$ cat src/source/switchPkg.sv
// Port count, port roles and per-byte status codes shared by the switch queues and schedulers
`default_nettype none

package switchPkg;

  localparam int NumPorts = 4;

  // Fixed port roles
  localparam int Eth1Port = 0;
  localparam int Eth2Port = 1;
  localparam int PsPort   = 2;
  localparam int RtPort   = 3;

  typedef logic [1:0]          portIdx_t;   // Index of one port
  typedef logic [NumPorts-1:0] portMask_t;  // One bit per port

  // Status travelling beside every byte; first and last win over error
  typedef logic [1:0] byteStatus_t;
  localparam byteStatus_t StatusNone  = 2'b00;
  localparam byteStatus_t StatusFirst = 2'b01;  // First valid byte after a gap
  localparam byteStatus_t StatusLast  = 2'b10;  // Final valid byte of the frame
  localparam byteStatus_t StatusError = 2'b11;  // Any other byte received with RxErr

endpackage

`default_nettype wire

$ cat src/source/ethPkg.sv
// Ethernet frame format, MAC address constants and receive FSM states; import where needed
`default_nettype none

package ethPkg;

  typedef logic [7:0]  byte_t;     // One byte on the port data lanes
  typedef logic [47:0] macAddr_t;  // Full MAC address, first byte on the wire in [47:40]
  typedef logic [3:0]  boardId_t;  // FPGA board id, low nibble of an FPGA MAC

  // Frame layout
  localparam int HeaderBytes   = 14;  // Dest MAC, source MAC, length/type
  localparam int PreambleBytes = 8;   // Seven 0x55 bytes plus the SFD
  localparam byte_t SfdByte    = 8'hd5;

  localparam macAddr_t BroadcastMac = 48'hffff_ffff_ffff;

  // FPGA MACs are LabCid, a 16-bit interface field, a zero nibble, then the board id
  localparam logic [23:0] LabCid = 24'hfa610e;

  // Multicast form of the company id; the low byte of such an address is all ones
  localparam logic [23:0] LabMulticastCid = LabCid | 24'h010000;

  // Middle fields that name the interface behind an FPGA MAC
  localparam logic [15:0] PsMacMid = 16'h0300;  // Processor side
  localparam logic [15:0] RtMacMid = 16'h1394;  // Real-time side

  // Receive FSM of the frame parser
  typedef enum logic [1:0] {
    RxIdle,    // Waiting for the SFD
    RxHeader,  // Collecting the 14 header bytes
    RxData     // Payload until valid drops
  } rxState_t;

endpackage

`default_nettype wire
$ cat src/source/txScheduler.sv
// Transmit side of one port: round-robin choice of an input queue and drive of TxEn, TxD, TxErr
`timescale 1ns/10ps
`default_nettype none

module txScheduler (
  input  wire                         RxClk,
  input  wire                         reset,
  input  wire                         PortReady,
  input  wire switchPkg::portMask_t   PacketReady,                      // Per input
  input  wire ethPkg::byte_t          HeadByte [switchPkg::NumPorts],
  input  wire switchPkg::byteStatus_t HeadStatus [switchPkg::NumPorts],
  output switchPkg::portMask_t        Pop,
  output logic                        TxEn,
  output ethPkg::byte_t               TxD,
  output logic                        TxErr
);

  import switchPkg::*;

  localparam logic [1:0] HoldoffCycles = 2'd3;  // Before the same input goes again

  portIdx_t   curIn;    // Current or most recent input
  portIdx_t   nextIn;
  logic       found;    // Some other input is ready
  logic       active;   // Grant held on curIn
  logic       sendLast;
  logic [1:0] holdoff;

  // Search starts after curIn, curIn itself is handled last
  always_comb begin
    found  = 1'b0;
    nextIn = curIn;
    for (int k = 1; k < NumPorts; k++) begin
      if (!found && PacketReady[portIdx_t'(curIn + k)]) begin
        found  = 1'b1;
        nextIn = portIdx_t'(curIn + k);
      end
    end
  end

  assign TxEn     = active && PortReady && PacketReady[curIn];  // Head byte goes out
  assign TxD      = HeadByte[curIn];
  assign TxErr    = (HeadStatus[curIn] == StatusError);
  assign Pop      = TxEn ? (portMask_t'(1) << curIn) : '0;
  assign sendLast = TxEn && (HeadStatus[curIn] == StatusLast);

  always_ff @(posedge RxClk) begin
    if (reset) begin
      curIn   <= '0;
      active  <= 1'b0;
      holdoff <= '0;
    end else if (active) begin
      if (sendLast) begin  // Release once the last byte has gone
        active  <= 1'b0;
        holdoff <= HoldoffCycles;
      end
    end else if (found) begin
      curIn  <= nextIn;
      active <= 1'b1;
    end else if (PacketReady[curIn]) begin
      if (holdoff == 2'd0) begin
        active <= 1'b1;
      end else begin
        holdoff <= holdoff - 2'd1;
      end
    end
  end

endmodule

`default_nettype wire

$ cat config.mk
export PLATFORM = sky130hd
export DESIGN_NAME = txScheduler
export DESIGN_NICKNAME = d
export VERILOG_FILES = /design/src/source/switchPkg.sv /design/src/source/ethPkg.sv /design/src/source/txScheduler.sv
export SDC_FILE = /design/constraint.sdc
export NUM_CORES = 1
export LEC_CHECK = 0
export BUFFER_PORTS_ARGS = -buffer_cell sky130_fd_sc_hd__buf_2
export CAP_MARGIN = 15
export CORE_MARGIN = 2
export CORE_UTILIZATION = 40
export DETAILED_ROUTE_END_ITERATION = 16
export HOLD_SLACK_MARGIN = 0.03
export PLACE_DENSITY = 0.8
export SETUP_SLACK_MARGIN = 0.15
export SLEW_MARGIN = 0
export SYNTH_ARGS = -nofsm -noshare
export SYNTH_HDL_FRONTEND = slang
export SYNTH_SLANG_ARGS = --single-unit
$ cat constraint.sdc
create_clock -name RxClk -period 2.97 [get_ports RxClk]
set_clock_uncertainty 0.1 [all_clocks]
set_input_delay 0.4455 -clock RxClk [delete_from_list [all_inputs] [get_ports RxClk]]
set_output_delay 0.4455 -clock RxClk [all_outputs]
set_load 0.02 [all_outputs]
After elaboration in Yosys (flattened, before gate mapping)
Index checks and enable logic that the tools add are counted.
Storage, ports and cells
  bits in latches: 0
  input port bits: 47
  flip-flop bits (word level): 5
  RAM bits: 0
  ROM bits: 0
  memories: 0
Operators by class
  mux-type cells: 31
  magnitude comparators: 5
  reduce and logical (&&, ||, !) cells: 12
  bitwise operators: 2
  div/mod/pow operators: 0
  multipliers: 0
  shifts and indexed selects: 1
  eq/ne operators: 5
  add/subtract/negate cells: 4
Operator list (count)
  $mux W2: 10
  $bmux W8 S2: 1
  $mux W8: 2
  $lt A2 B3 Y1 const B: 4
  $mux W1: 12
  $bmux W1 S2: 4
  $logic_and A1 B1 Y1: 5
  $add A2 B2 Y2 const B: 2
  $bmux W2 S2: 1
  $eq A2 B2 Y1 const B: 2
  $mux W4: 1
  $ne A2 B1 Y1 const B: 2
  $reduce_and A4 Y1: 1
  $shl A1 B2 Y4 const A: 1
  $ge A3 B3 Y1 const B: 1
  $not A2 Y3: 1
  $reduce_and A3 Y1: 1
  $reduce_bool A3 Y1: 1
  $add A2 B1 Y2 const B: 1
  $logic_not A1 Y1: 2
  $logic_not A2 Y1: 1
  $ne A2 B2 Y1 const B: 1
  $reduce_bool A2 Y1: 1
  $sub A2 B1 Y2 const B: 1
  $not A1 Y1: 1

Longest topological paths before layout
  depth after elaboration: 12
  depth in mapped cells: 9

Least setup slack after synthesis
No wires, ideal clock.
  path kind: reg2out
  start: register curIn[0]
  end: output port Pop[0]
  cell stages (with the launch flop): 5
  data required time: 2424 ps
  data arrival time: 1680 ps
  setup slack: 744 ps
  cell sequence: dfxtp_1 -> mux4_1 -> and3_1 -> clkbuf_1 -> and2_1
On the way
  word-level cells in the longest chain between the ends: 4
  elaborated cells between the ends (all ways): 5
  classes of those cells: 1 x shift; 3 x mux; 1 x reduce/logical
Ends and longest elaborated chain
  start, declared: line txScheduler.sv:22  | portIdx_t curIn;
  start signal, assigned: line txScheduler.sv:58  | curIn <= nextIn;
  $bmux W1 S2: line txScheduler.sv:41  | assign TxEn = active && PortReady && PacketReady[curIn];
  $mux W1 (implied by the code): line txScheduler.sv:41
  $logic_and A1 B1 Y1: line txScheduler.sv:41
  via TxEn: line txScheduler.sv:13  | output logic TxEn,
  $mux W4: line txScheduler.sv:44  | assign Pop = TxEn ? (portMask_t'(1) << curIn) : '0;
  end, declared: line txScheduler.sv:12  | output switchPkg::portMask_t Pop,
The timed path passes the listed nets, and every way through them passes these cells. The select of a mux whose other input is x is not followed.

Worst setup path in the final report
  start: register curIn[1]
  end: output port TxErr
On the way
  word-level cells in the longest chain between the ends: 5
Ends and longest elaborated chain
  $not A2 Y3 (implied by the code): line txScheduler.sv:43  | assign TxErr = (HeadStatus[curIn] == StatusError);
  $bmux W2 S2: line txScheduler.sv:43
  $mux W2 (implied by the code) (2 in series): line txScheduler.sv:43
  $eq A2 B2 Y1: line txScheduler.sv:43
  end, declared: line txScheduler.sv:15  | output logic TxErr
Every way passes these cells. The select of a mux whose other input is x is not followed.

==> impl_metrics.json <==
{
  "synth-xor-area-share_pct": 1.05,
  "antenna_cells": 0,
  "comb_power_share_pct": 77.8,
  "synth_top_family_by_area": "multiplexers",
  "power.total_w": 0.000833,
  "antenna_found_initial": 0,
  "cellInternalPower_w": 0.000443,
  "ys_ff_latch": 5,
  "rr_startpoint": "curIn[0]",
  "synth_compound_area_share_pct": 12.5,
  "dr.pass1.iters": 3,
  "die_y_microns": 49.6,
  "fp.dieW_microns": 49.6,
  "post_cts_buffers": 0,
  "place.gp.congestion": 0.814,
  "critical_path.max_fanout": 14,
  "cp.required_ns": 2.42,
  "ys_warn_count": 0,
  "grt_pass1_wl_mm": 3.82,
  "clockRootBuffer": "clkbuf_4",
  "setup_ws_ns": 0.591,
  "crit_start": "curIn[1]",
  "switchingPower_w": 0.000390,
  "start_util_pct": 42.4,
  "crit_arrival_ns": 1.83,
  "timing.max_cap.violations": 0,
  "insertion_delay_ns": 0.25,
  "cts_sinks": 5,
  "fin_tns_setup_ns": 0,
  "finalSetupViolations": 0,
  "synthMuxAreaShare_pct": 42.3,
  "seq_area_frac_synth_pct": 12.0,
  "nets": 193,
  "htreeDepth": 1,
  "syn_area_sq_um": 832,
  "dp.cells": 163,
  "cts_made_buffers": 3,
  "synth-simple-area-share_pct": 18.3,
  "relSlewSlack_pct": 74.3,
  "p_seq_share_pct": 12.5,
  "grt_pass1_vias": 935,
  "most-common-layout-cells": "buf_2, mux4_2, nor2_1",
  "core_sq_um": 1960,
  "dp_slack_ns": 0.664,
  "crit_type": "flop to primary output",
  "layout_commonest_cell": "buf_2",
  "synth_cells": 79,
  "ant_nets": 0,
  "status": "complete, no violations",
  "drc": 0,
  "pwr-share-clk_pct": 9.7,
  "drive_gt1_share_pct": 56.4,
  "port_buffers": 60,
  "routed_wl_mm": 2.37,
  "die_area_sq_um": 2460,
  "rows": 16,
  "finalCriticalPeriod_ns": 2.38,
  "synth_edf_count": 0,
  "postCtsHoldBufs": 0,
  "p_sw_share_pct": 46.8,
  "async_flop_share_pct": 0,
  "grt_use_total_pct": 19.9,
  "timing.fmax_mhz": 420,
  "drt_iter0_markers": 6,
  "ys_types": 33,
  "via_count": 911,
  "clkTransAtPathRegs_ns": 0.04,
  "drv_slew": 0,
  "ios": 61,
  "tritoncts": "done",
  "cts.repair.resized": 0,
  "stdcell_count": 167,
  "vias_per_cell": 5.46,
  "start_kind": "flop",
  "synthAdderAreaFrac_pct": 7.52,
  "ys.flop_type": "dfxtp_1",
  "endpoint_kind": "primary output",
  "fillers": 189,
  "min_from": "reset",
  "worst_slew_pin_slew_ns": 0.383,
  "cellPowerDensity_nw_per_um2": 710,
  "holdCritPathClass": "input port to flop",
  "place_hpwl_mm": 2.02,
  "routedWlPerCell_microns": 14.2,
  "p_leak_nw": 0.562,
  "rsz0062_at_grt": "no",
  "grt_max_degree": 23,
  "synth.avg_cell_area_sq_um": 10.5,
  "peakVddDrop_mv": 0.326,
  "period_share_pct": 80.1,
  "hold_viol": 0,
  "syn_to_final_growth_pct": 40.9,
  "cts_buffer_depth": 2,
  "overflow": 0,
  "syn-num-nets": 131
}
## sequential cells by signal (all words and copies together), names as in the netlist
name,count
active,1
holdoff,2
curIn,2
## critical path, cell delays in order (launching register included)
cell,delay [ns]
dfxtp_1,0.48
buf_4,0.28
mux2_1,0.36
nor2_1,0.09
a21oi_1,0.05
nor2b_1,0.15
buf_2,0.16
## through the flow
step / utilization, % / hold slack [ns] / instance area, sq um
2_1_floorplan: - / 0.332 / 832
3_3_place_gp: 58.4 / 0.363 / 1150
3_5_place_dp: 58.4 / 0.352 / 1150
4_1_cts: 59.8 / 0.334 / 1170
5_1_grt: 59.8 / 0.336 / 1170
6_report: 59.8 / 0.336 / 1170
## layer usage
layer  track usage (%)  wire [microns]
met1              17.5             847
met2              40.7            1280
met3              5.76             221
met4              8.33              18
met5                 0               0
## cell type report
cell class | instances | area, sq um | share of cell area (%)
tap | 27 | 33.8 | 2.88
sequential | 5 | 100 | 8.54
inverter | 4 | 17.5 | 1.49
clock buffer | 4 | 26.3 | 2.24
timing repair buffer | 62 | 315 | 26.9
multi-input combinational | 65 | 679 | 58.0
## path summary, 6_finish.rpt
path                 to  slack [ns]  cells past startpoint
max               TxErr        0.59                      6
min              active        0.34                      2
max reg2reg    curIn[0]        0.90                      8
min reg2reg  holdoff[0]        0.36                      1
## power groups by stage
stage                      Clock, W  Sequential, W  Combinational (W)
after global routing      0.0000911       0.000107           0.000703
after global placement            0       0.000104           0.000637
after detailed placement          0       0.000105           0.000653
final                     0.0000807       0.000104           0.000648
after floorplan                   0       0.000102           0.000512
after CTS                 0.0000804       0.000104           0.000654
## logic make-up after synthesis
family / after synthesis
mux: 19
xor+xnor: 1
simple gates: 24
fa+ha+maj: 5
compound gates: 16
buf+inv: 9
flops: 5
## Yosys cell counts, types with 2 or more instances
| cell type | instances | area, sq um |
|---|---|---|
| inv_1 | 3 | 11.3 |
| clkbuf_1 | 2 | 7.51 |
| mux2i_1 | 4 | 40.0 |
| nor4b_1 | 2 | 17.5 |
| nor2_1 | 6 | 22.5 |
| o21ai_0 | 3 | 15.0 |
| and3_1 | 2 | 12.5 |
| nand2_1 | 3 | 11.3 |
| buf_6 | 2 | 22.5 |
| a21oi_1 | 5 | 25.0 |
| mux2_2 | 2 | 22.5 |
| mux4_1 | 4 | 105 |
| nor2b_1 | 2 | 12.5 |
| ha_1 | 5 | 62.6 |
| a211oi_1 | 2 | 15.0 |
| dfxtp_1 | 5 | 100 |
| mux4_2 | 7 | 158 |
| o22ai_1 | 2 | 12.5 |
| and2_1 | 4 | 25.0 |
No activity file was read; power rests on OpenSTA's default activity.
