### config.mk
export PLATFORM = sky130hd
export DESIGN_NAME = rxFrameParser
export DESIGN_NICKNAME = d
export VERILOG_FILES = /design/src/source/switchPkg.sv /design/src/source/ethPkg.sv /design/src/source/rxFrameParser.sv
export SDC_FILE = /design/constraint.sdc
export NUM_CORES = 1
export LEC_CHECK = 0
export ABC_AREA = 1
export BUFFER_PORTS_ARGS = -buffer_cell sky130_fd_sc_hd__buf_2
export CAP_MARGIN = 10
export CELL_PAD_IN_SITES_DETAIL_PLACEMENT = 1
export CELL_PAD_IN_SITES_GLOBAL_PLACEMENT = 2
export CORE_UTILIZATION = 35
export DETAILED_ROUTE_END_ITERATION = 16
export PLACE_DENSITY_LB_ADDON = 0.1
export SKIP_LAST_GASP = 1
export SLEW_MARGIN = 20
export SYNTH_ARGS = -nofsm -noshare
export SYNTH_HDL_FRONTEND = slang
export SYNTH_SLANG_ARGS = --single-unit
### constraint.sdc
create_clock -name RxClk -period 2.9 [get_ports RxClk]
set_clock_uncertainty 0.15 [all_clocks]
set_input_delay 0.145 -clock RxClk [delete_from_list [all_inputs] [get_ports RxClk]]
set_output_delay 0.145 -clock RxClk [all_outputs]
set_load 0.03 [all_outputs]
### src/source/switchPkg.sv
// Port count, port roles and per-byte status codes shared by the switch queues and schedulers
`default_nettype none

package switchPkg;

  localparam int NumPorts = 4;

  // Fixed port roles
  localparam int Eth1Port = 0;
  localparam int Eth2Port = 1;
  localparam int PsPort   = 2;
  localparam int RtPort   = 3;

  typedef logic [1:0]          portIdx_t;   // Index of one port
  typedef logic [NumPorts-1:0] portMask_t;  // One bit per port

  // Status travelling beside every byte; first and last win over error
  typedef logic [1:0] byteStatus_t;
  localparam byteStatus_t StatusNone  = 2'b00;
  localparam byteStatus_t StatusFirst = 2'b01;  // First valid byte after a gap
  localparam byteStatus_t StatusLast  = 2'b10;  // Final valid byte of the frame
  localparam byteStatus_t StatusError = 2'b11;  // Any other byte received with RxErr

endpackage

`default_nettype wire

### src/source/ethPkg.sv
// Ethernet frame format, MAC address constants and receive FSM states; import where needed
`default_nettype none

package ethPkg;

  typedef logic [7:0]  byte_t;     // One byte on the port data lanes
  typedef logic [47:0] macAddr_t;  // Full MAC address, first byte on the wire in [47:40]
  typedef logic [3:0]  boardId_t;  // FPGA board id, low nibble of an FPGA MAC

  // Frame layout
  localparam int HeaderBytes   = 14;  // Dest MAC, source MAC, length/type
  localparam int PreambleBytes = 8;   // Seven 0x55 bytes plus the SFD
  localparam byte_t SfdByte    = 8'hd5;

  localparam macAddr_t BroadcastMac = 48'hffff_ffff_ffff;

  // FPGA MACs are LabCid, a 16-bit interface field, a zero nibble, then the board id
  localparam logic [23:0] LabCid = 24'hfa610e;

  // Multicast form of the company id; the low byte of such an address is all ones
  localparam logic [23:0] LabMulticastCid = LabCid | 24'h010000;

  // Middle fields that name the interface behind an FPGA MAC
  localparam logic [15:0] PsMacMid = 16'h0300;  // Processor side
  localparam logic [15:0] RtMacMid = 16'h1394;  // Real-time side

  // Receive FSM of the frame parser
  typedef enum logic [1:0] {
    RxIdle,    // Waiting for the SFD
    RxHeader,  // Collecting the 14 header bytes
    RxData     // Payload until valid drops
  } rxState_t;

endpackage

`default_nettype wire
### src/source/rxFrameParser.sv
// Receive side of one port: finds the SFD, captures the MAC fields and delays the stream 14 cycles
`timescale 1ns/10ps
`default_nettype none

module rxFrameParser (
  input  wire                    RxClk,
  input  wire                    reset,
  input  wire                    RxValid,
  input  wire ethPkg::byte_t     RxD,
  input  wire                    RxErr,
  output logic                   DelayedValid,
  output ethPkg::byte_t          DelayedByte,
  output switchPkg::byteStatus_t DelayedStatus,
  output ethPkg::macAddr_t       DestMac,      // Latest captured destination
  output ethPkg::macAddr_t       SrcMac,
  output logic                   LearnStrobe   // Header complete, SrcMac valid
);

  import ethPkg::*;
  import switchPkg::*;

  localparam int MacBytes      = 6;
  localparam int MacFieldBytes = 2 * MacBytes;  // Dest then source

  rxState_t             rxState;
  logic [3:0]           hdrCnt;                 // Header byte index
  logic                 hdrDone;
  byte_t                macField [MacFieldBytes];
  byte_t                dataPipe [HeaderBytes];
  logic [HeaderBytes:0] validPipe;              // Extra stage to see the edge at the output
  logic [HeaderBytes-1:0] errPipe;

  // Last header byte arriving this cycle
  assign hdrDone = (rxState == RxHeader) && RxValid && (hdrCnt == 4'(HeaderBytes - 1));

  always_ff @(posedge RxClk) begin
    if (reset) begin
      rxState <= RxIdle;
      hdrCnt  <= '0;
    end else begin
      case (rxState)
        RxIdle: begin
          hdrCnt <= '0;
          if (RxValid && (RxD == SfdByte)) begin  // Preamble content is not checked
            rxState <= RxHeader;
          end
        end
        RxHeader: begin
          if (!RxValid) begin  // Runt frame, start over
            rxState <= RxIdle;
            hdrCnt  <= '0;
          end else begin
            hdrCnt <= hdrCnt + 4'd1;
            if (hdrDone) begin
              rxState <= RxData;
            end
          end
        end
        RxData: begin
          if (!RxValid) begin
            rxState <= RxIdle;
          end
        end
        default: rxState <= RxIdle;
      endcase
    end
  end

  // MAC bytes in wire order, length/type is not kept
  always_ff @(posedge RxClk) begin
    if ((rxState == RxHeader) && RxValid && (hdrCnt < 4'(MacFieldBytes))) begin
      macField[hdrCnt] <= RxD;
    end
  end

  // 14-stage delay line, so DestMac is ready when the first byte leaves
  always_ff @(posedge RxClk) begin
    dataPipe[0] <= RxD;
    for (int k = 1; k < HeaderBytes; k++) begin
      dataPipe[k] <= dataPipe[k-1];
    end
    errPipe <= {errPipe[HeaderBytes-2:0], RxErr};
  end

  always_ff @(posedge RxClk) begin
    if (reset) begin
      validPipe <= '0;
    end else begin
      validPipe <= {validPipe[HeaderBytes-1:0], RxValid};
    end
  end

  assign DelayedValid = validPipe[HeaderBytes-1];
  assign DelayedByte  = dataPipe[HeaderBytes-1];
  assign LearnStrobe  = hdrDone;

  // Status from valid edges around the output stage
  always_comb begin
    if (!DelayedValid) begin
      DelayedStatus = StatusNone;
    end else if (!validPipe[HeaderBytes]) begin  // Gap before
      DelayedStatus = StatusFirst;
    end else if (!validPipe[HeaderBytes-2]) begin  // Gap after
      DelayedStatus = StatusLast;
    end else if (errPipe[HeaderBytes-1]) begin
      DelayedStatus = StatusError;
    end else begin
      DelayedStatus = StatusNone;
    end
  end

  always_comb begin
    for (int k = 0; k < MacBytes; k++) begin
      DestMac[47-8*k -: 8] = macField[k];
      SrcMac[47-8*k -: 8]  = macField[k+MacBytes];
    end
  end

endmodule

`default_nettype wire

Word level (Yosys, flattened, before mapping)
Memories as Yosys holds them, arrays and structs flattened.
Index checks and enable logic that the tools add are counted.
{"block": "totals", "elab_cells": 35, "out_inout_bits": 108, "mem_bits_rw": 208, "in_bits": 12, "register_bits": 35, "n_memories": 2}
{"block": "classes", "n_eq_ne": 7, "n_reduce_logical": 7, "add_sub_neg": 1, "muxes": 13, "magnitude_cmp": 1}
{"memory": "dataPipe", "words": 14, "width": 8, "read_ports": 14, "rd_clocked_by_memory_dff": 0, "wr": 14, "line": "rxFrameParser.sv:29", "rtl": "byte_t dataPipe [HeaderBytes];"}
{"memory": "macField", "words": 12, "width": 8, "read_ports": 12, "rd_clocked_by_memory_dff": 0, "wr": 1, "line": "rxFrameParser.sv:28", "rtl": "byte_t macField [MacFieldBytes];"}
{"operator": "2-bit two-way mux", "count": 8}
{"operator": "8-bit == test, second input constant", "count": 1}
{"operator": "4-bit case mux with 2 select lines", "count": 1}
{"operator": "2-bit case mux with 3 select lines", "count": 1}
{"operator": "4-bit by 1-bit adder with 4-bit output, second input constant", "count": 1}
{"operator": "4-bit == test, second input constant", "count": 1}
{"operator": "1-bit logical AND", "count": 4}
{"operator": "4-bit < comparator, second input constant", "count": 1}
{"operator": "4-bit two-way mux", "count": 1}
{"operator": "2-bit inequality test, second input constant", "count": 2}
{"operator": "3-bit inequality test, second input constant", "count": 1}
{"operator": "3-bit AND reduction", "count": 1}
{"operator": "2-bit by 1-bit == test with 1-bit output, second input constant", "count": 1}
{"operator": "2-bit == test, second input constant", "count": 1}
{"operator": "2-bit zero test", "count": 1}
{"operator": "1-bit two-way mux", "count": 2}
{"operator": "2-bit nonzero test", "count": 1}

Longest topological paths before layout
Gate-level depths: netlist of the first run.
{"block": "depth", "depth_word": 6, "depth_mapped": 5, "depth_no_buf": 5}

Least setup slack after synthesis of the first run
Ideal clock, no wire load.
{"block": "synth_path", "kind": "register to register", "from": "reg hdrCnt[0]", "to": "mem macField[6][0] (netlist name), enable pin", "t_required_ns": 2.367, "arrival_time_ns": 1.270, "period_less_slack_ns": 1.803, "slack_ns": 1.097, "n_path_buf": 0, "setup_ns": 0.383, "path_stages_with_launch": 5, "path_cell_list": "dfxtp_1 -> inv_1 -> ha_1 -> inv_1 -> nor3_1"}
{"block": "synth_via", "elab_chain_len": 4}
{"element": "start: declaration", "line": "rxFrameParser.sv:26", "rtl": "logic [3:0] hdrCnt;"}
{"element": "start signal: assignment", "line": "rxFrameParser.sv:53", "rtl": "hdrCnt <= hdrCnt + 4'd1;"}
{"element": "4-bit < comparator", "line": "rxFrameParser.sv:71", "rtl": "if ((rxState == RxHeader) && RxValid && (hdrCnt < 4'(MacFieldBytes))) begin"}
{"element": "1-bit logical AND", "line": "rxFrameParser.sv:71"}
{"element": "1-bit two-way mux", "line": "rxFrameParser.sv:71"}
{"element": "1-bit two-way mux (implied by the code)", "line": "rxFrameParser.sv:72", "rtl": "macField[hdrCnt] <= RxD;"}
{"element": "end: declaration", "line": "rxFrameParser.sv:28"}
Several ways; a longest one is shown, not always the timed one.

Worst setup path in the final report of the first run
{"block": "layout_path", "from": "reg hdrCnt[1]", "to": "out LearnStrobe"}
{"block": "layout_via", "elab_chain_len": 2}
{"element": "4-bit == test", "line": "rxFrameParser.sv:34", "rtl": "assign hdrDone = (rxState == RxHeader) && RxValid && (hdrCnt == 4'(HeaderBytes - 1));"}
{"element": "1-bit logical AND", "line": "rxFrameParser.sv:34"}
{"element": "end: declaration", "line": "rxFrameParser.sv:16", "rtl": "output logic LearnStrobe"}
Every way passes these cells.

==> results.cfg, run 1 <==
[power]
p_comb_share_pct = 1.2
p_total_mw = 6.622
cellInternalPower_mw = 5.332
p_per_area_nw_per_um2 = 819.9
pwr-share-clk_pct = 43.5
power_switching_mw = 1.290
vdd_drop_max_mv = 0.5176
seqPwrFrac_pct = 55.3
swShare_pct = 19.48
leakage_nw = 3.224

[finish]
num-fill-cells = 1734
utilization_pct = 46.05
num_antenna_cells = 0
nets = 523
area_delta_synth_final_pct = 27.04
drive_gt1_share_pct = 30.86
final_area_sq_um = 8077

[clocking]
cts_buffer_depth = 3
root_buffer = clkbuf_16
ctsResizeCount = 0
tritoncts = built
htreeDepth = 1
numCtsBuffers = 24
cts.sinks = 243
hold_buffers = 12
insertion_delay_ps = 510
path_clk_slew_ps = 60
cts_setup_buffers = 0

[floorplanning]
die_w_um = 136.8
initial_core_util_pct = 36.25
chipHeight_um = 136.8
die_area_sq_um = 18710
core_area_sq_um = 17540
io_pins = 120
num_rows = 48

[yosys]
ys_seq_area_share_pct = 91.64
synth_area_leader_cell = dfxtp_1
netlist.area_leader.share_pct = 46.29
synth.top_cells.by_count = 147 x dfxtp_1, 96 x edfxtp_1, 29 x inv_1, 29 x nor2_1, 15 x nand2_1
synthCells = 354
netlist_area_sq_um = 6357
synth_top_cells_by_area = dfxtp_1 46%, edfxtp_1 45%, inv_1 1.7%, nor2_1 1.7%, buf_4 0.94%
yosysMostFrequentCell = dfxtp_1
synthArstFlopShare_pct = 0
syn_nets = 370
synth-seq-cells = 243
synth_enable_flop_cells = 96
syn_avg_cell_area_sq_um = 17.96
synth-main-ff-cell = dfxtp_1
synth_warnings = 0
synth_cell_types = 18

[detailed_routing]
vias_per_cell = 4.207
drt_wl_total_mm = 11.99
dr.pass1.iters = 4
routedWlPerCell_um = 15.99
drt-initial-drc-count = 157
ant_nets = 0
via_count = 3155
drc = 0

[sta]
setup_viol = 0
finalSetupTns_ps = 0
fin_crit_ps = 2098
finalCritPeriodShare_pct = 72.34
setup_slack_ps = 802.1
maxClockFrequency_ghz = 0.4767
tightest_slew_ps = 713.4
slew_violations = 0
slew_headroom_pct = 52.26
hold_viol = 0
grt_setup_unrepaired = no

[global_routing]
grt.overflow.total = 0
first_global_vias = 3253
antenna_found_initial = 0
grt_max_degree = 21
track_usage_pct = 13.21
grt_pass1_wl_mm = 18.17

[placement]
globalplace.congestion = 0.7668
place_ws_ps = 954.7
io_buffers = 119
placed_area_sq_um = 7211
dp_hpwl_mm = 7.558

[hold_path]
hold_path.class = input pin to flop

[flow_run]
max_cap_viol_count = 0

[critical_path]
start_kind = flop
worst-path-max-fanout = 6
critPathCaptureType = primary output
worstPathArrival_ps = 1800
crit_type = flop to primary output
required_ps = 2610

[outcome]
status = complete, no violations
==> sequential cells by signal (all words and copies together) (netlist names) <==
name       flops
errPipe       14
rxState        2
validPipe     15
hdrCnt         4
macField      96
dataPipe     112
==> placed cells by master, fill, tap and decap left out, types with 2 or more instances in the layout <==
master and instances:
a21oi_1 6, buf_2 119, buf_4 6, clkbuf_1 6, clkbuf_16 24, clkbuf_8 2, clkinv_1 4, clkinv_2 5
dfxtp_1 147, dlygate4sd3_1 12, edfxtp_1 96, ha_1 4, inv_1 29, nand2_1 15, nand3_1 3, nand4_1 2
nor2_1 29, nor3_1 6, o21ai_0 3
==> kinds of logic (layout without fill, tap and decap cells) <==
family,after synthesis,after routing,synth area share [%]
adder cells (fa/ha/maj),4,4,0.7873
AO/OA/AOI/OAI,10,10,0.8463
buffers and inverters,40,211,2.854
flip-flops,243,243,91.64
AND/OR/NAND/NOR,57,57,3.877
==> metal layers <==
metal  routed length [um]  track usage (%)
met5                    0                0
met4                  377            4.579
met3                  756            3.963
met2                 5622            21.40
met1                 5235            16.80
==> power by group through the flow <==
stage,Clock [mW],Sequential (mW),Combinational [mW]
6_report,2.88,3.66,0.0786
2_1_floorplan,0,3.73,0.0291
5_1_grt,3.10,3.67,0.0868
3_5_place_dp,0,3.74,0.0686
3_3_place_gp,0,3.73,0.0683
4_1_cts,2.98,3.66,0.0812
==> area by class of cell <==
type                            count  area [sq um]  share of cell area (%)
Clock buffer                       32         650.6                   8.056
Clock inverter                     12         95.09                   1.177
Inverter                           30         112.6                   1.394
Multi-Input combinational cell     71         350.3                   4.338
Sequential cell                   243          5826                   72.13
Tap cell                          225         281.5                   3.486
Timing Repair Buffer              137         760.7                   9.419
==> worst paths after layout <==
kind                                  from  cells past startpoint              end  slack, ps
worst max-delay path             hdrCnt[1]                      6      LearnStrobe        800
worst min-delay path                 RxErr                      2       errPipe[0]        130
worst max register to register   hdrCnt[1]                      5  macField[11][2]        960
worst min register to register  errPipe[9]                      0      errPipe[10]        170
==> metrics by stage <==
step / std cells / hold WS (ps)
finish: 750 / 126.7
global route: 750 / 106.3
CTS: 750 / 107.2
detailed placement: 694 / 103.3
global placement: 694 / 98.89
floorplan: 354 / 22.72
==> critical path, cell delays in order, from the launching register on <==
cell	delay (ps)
dfxtp_1	360
inv_1	110
ha_1	160
nand3_1	100
or2_1	300
inv_1	70
buf_2	190
No activity file was read; power rests on OpenSTA's default activity.
==> run 2, diff against run 1 <==
==> constraint.sdc (replaced) <==
create_clock -name RxClk -period 2.1 [get_ports RxClk]
set_clock_uncertainty 0.15 [all_clocks]
set_input_delay 0.105 -clock RxClk [delete_from_list [all_inputs] [get_ports RxClk]]
set_output_delay 0.105 -clock RxClk [all_outputs]
set_load 0.03 [all_outputs]
==> run 2 against run 1 <==
Net effect: total power is 43% higher; combinational power is 44% higher; cell count is 1.2% higher; clock-buffer cell count stayed put; worst hold slack worse by 34 ps; core utilization is 0.71 points higher; critical path type unchanged; largest power group unchanged; highest routed layer unchanged.
==> results.cfg, run 2 (synthesis gave the netlist of run 1 again) <==
[sta]
setup_viol = 0
tightest_slew_ps = 388.5
finalSetupTns_ps = 0
finalCritPeriodShare_pct = 94.90
slew_headroom_pct = 74.10
fin_crit_ps = 1993
maxClockFrequency_ghz = 0.5018
grt_setup_unrepaired = no
whs_ps = 92.34
hold_viol = 0
slew_violations = 0

[finish]
largest_register = dataPipe
reg_top3 = dataPipe (112), macField (96), validPipe (15)
nets = 531
mostFrequentLayoutCell = dfxtp_1
drive_gt1_share_pct = 32.58
area_delta_synth_final_pct = 29.01
num_antenna_cells = 0
largest_register_ffs = 112
final_cell_mix = 145 x dfxtp_1, 118 x buf_2, 96 x edfxtp_1

[clocking]
path_clk_slew_ps = 60
cts.sinks = 243
numCtsBuffers = 25
tritoncts = built
insertion_delay_ps = 510
htreeDepth = 1
cts_buffer_depth = 3
root_buffer = clkbuf_16

[placement]
io_buffers = 119
dp_hpwl_mm = 7.670
globalplace.congestion = 0.7514

[hold_path]
hold_path.class = input pin to flop
hold_start = RxErr
worstHoldPathCells = 2
whs_endpoint = errPipe[0]

[floorplanning]
core_area_sq_um = 17540
die_w_um = 136.8
io_pins = 120
chipHeight_um = 136.8
num_rows = 48
die_area_sq_um = 18710
initial_core_util_pct = 36.25

[power]
vdd_drop_max_mv = 0.7560
p_total_mw = 9.437
leakage_nw = 3.286
p_per_area_nw_per_um2 = 1151

[detailed_routing]
via_count = 3131
drt_wl_total_mm = 12.22
ant_nets = 0
drt-initial-drc-count = 105
drc = 0
dr.pass1.iters = 4
routedWlPerCell_um = 16.10
vias_per_cell = 4.125

[critical_path]
path_cells = inv_1 > ha_1 > nand3_1 > or2_1 > inv_1 > buf_4
rr_worst_depth = 6
worstPathArrival_ps = 1740
worstReg2RegEnd = macField[9][2]
regToRegStartpoint = rxState[1]
crit_slowest_cell = dfxtp_2
crit_top_cell = inv_1
max_stage_delay_ps = 350
required_ps = 1850
crit_type = flop to primary output
worst-path-max-fanout = 6
start_kind = flop
critPathCaptureType = primary output
r2r_setup_slack_ps = 490

[global_routing]
grt_max_degree = 21
track_usage_pct = 13.30
first_global_vias = 3269
antenna_found_initial = 0
grt.overflow.total = 0
grt_pass1_wl_mm = 18.08

[flow_run]
max_cap_viol_count = 0

[outcome]
status = complete, no violations
[run 2: cell count changes in the layout (fill, tap and decap cells not counted), moves of 2 or more]
cell and delta:
clkinv_2 -2, buf_4 +8, clkinvlp_2 +3, clkbuf_16 +2
dfxtp_2 +2, dfxtp_1 -2
[run 2: final cells by class]
cell class | instances | area [sq um]
multi-input cells | 71 | 350.3
flip-flops and latches | 243 | 5828
fillers | 1735 | 9335
inverters | 30 | 112.6
clock inverters | 14 | 130.1
well taps | 225 | 281.5
clock buffers | 32 | 683.2
repair buffers | 144 | 815.8
[run 2: routing by layer]
layer	vias to the layer above	part of all wire, %	global-route usage [%]
li1	1495	-	-
met1	1509	42	15.76
met2	97	47	21.66
met3	30	8.8	5.370
met4	0	2.7	5.067
met5	-	0	0
[run 2: report_power, final]
| part | leakage [nW] | internal [mW] | switching, mW |
|---|---|---|---|
| logic | 0.798 | 0.0317 | 0.0813 |
| clock network | 0.391 | 2.55 | 1.72 |
| registers | 2.10 | 5.03 | 0.0261 |
| total | 3.29 | 7.61 | 1.83 |
[run 2: stage by stage]
stage	cell area, sq um	util [%]	cells	setup WS [ps]
floorplan	6357	-	354	296.7
global placement	7263	41.42	701	540.5
detailed placement	7263	41.42	701	471.7
CTS	8199	46.75	759	26.13
global route	8202	46.77	759	6.667
finish	8202	46.77	759	107.0
[run 2: worst max-delay path by stage]
stage                from  slack, ps        endpoint  cells after the start
2_1_floorplan   hdrCnt[0]        300  macField[6][0]                      4
3_3_place_gp    hdrCnt[0]        540  macField[8][5]                      5
3_5_place_dp   rxState[1]        470  macField[9][3]                      6
4_1_cts         hdrCnt[1]         30     LearnStrobe                      6
5_1_grt         hdrCnt[1]          7     LearnStrobe                      6
6_report        hdrCnt[1]        110     LearnStrobe                      6
[run 2: worst max-delay path, delay by kind of cell, from the launching register on]
| kind | cells | cell delay [ps] |
|---|---|---|
| flops | 1 | 350 |
| buf+inv | 3 | 340 |
| simple gates | 2 | 370 |
| fa+ha+maj | 1 | 170 |
[run 2: timing repair]
item	CTS	global route
endpoints found under the setup margin	1	1
pin swaps	0	1
endpoints found under the hold margin	121	0
hold buffers	12	0
resized for setup	1	2
buffers inserted	0	0
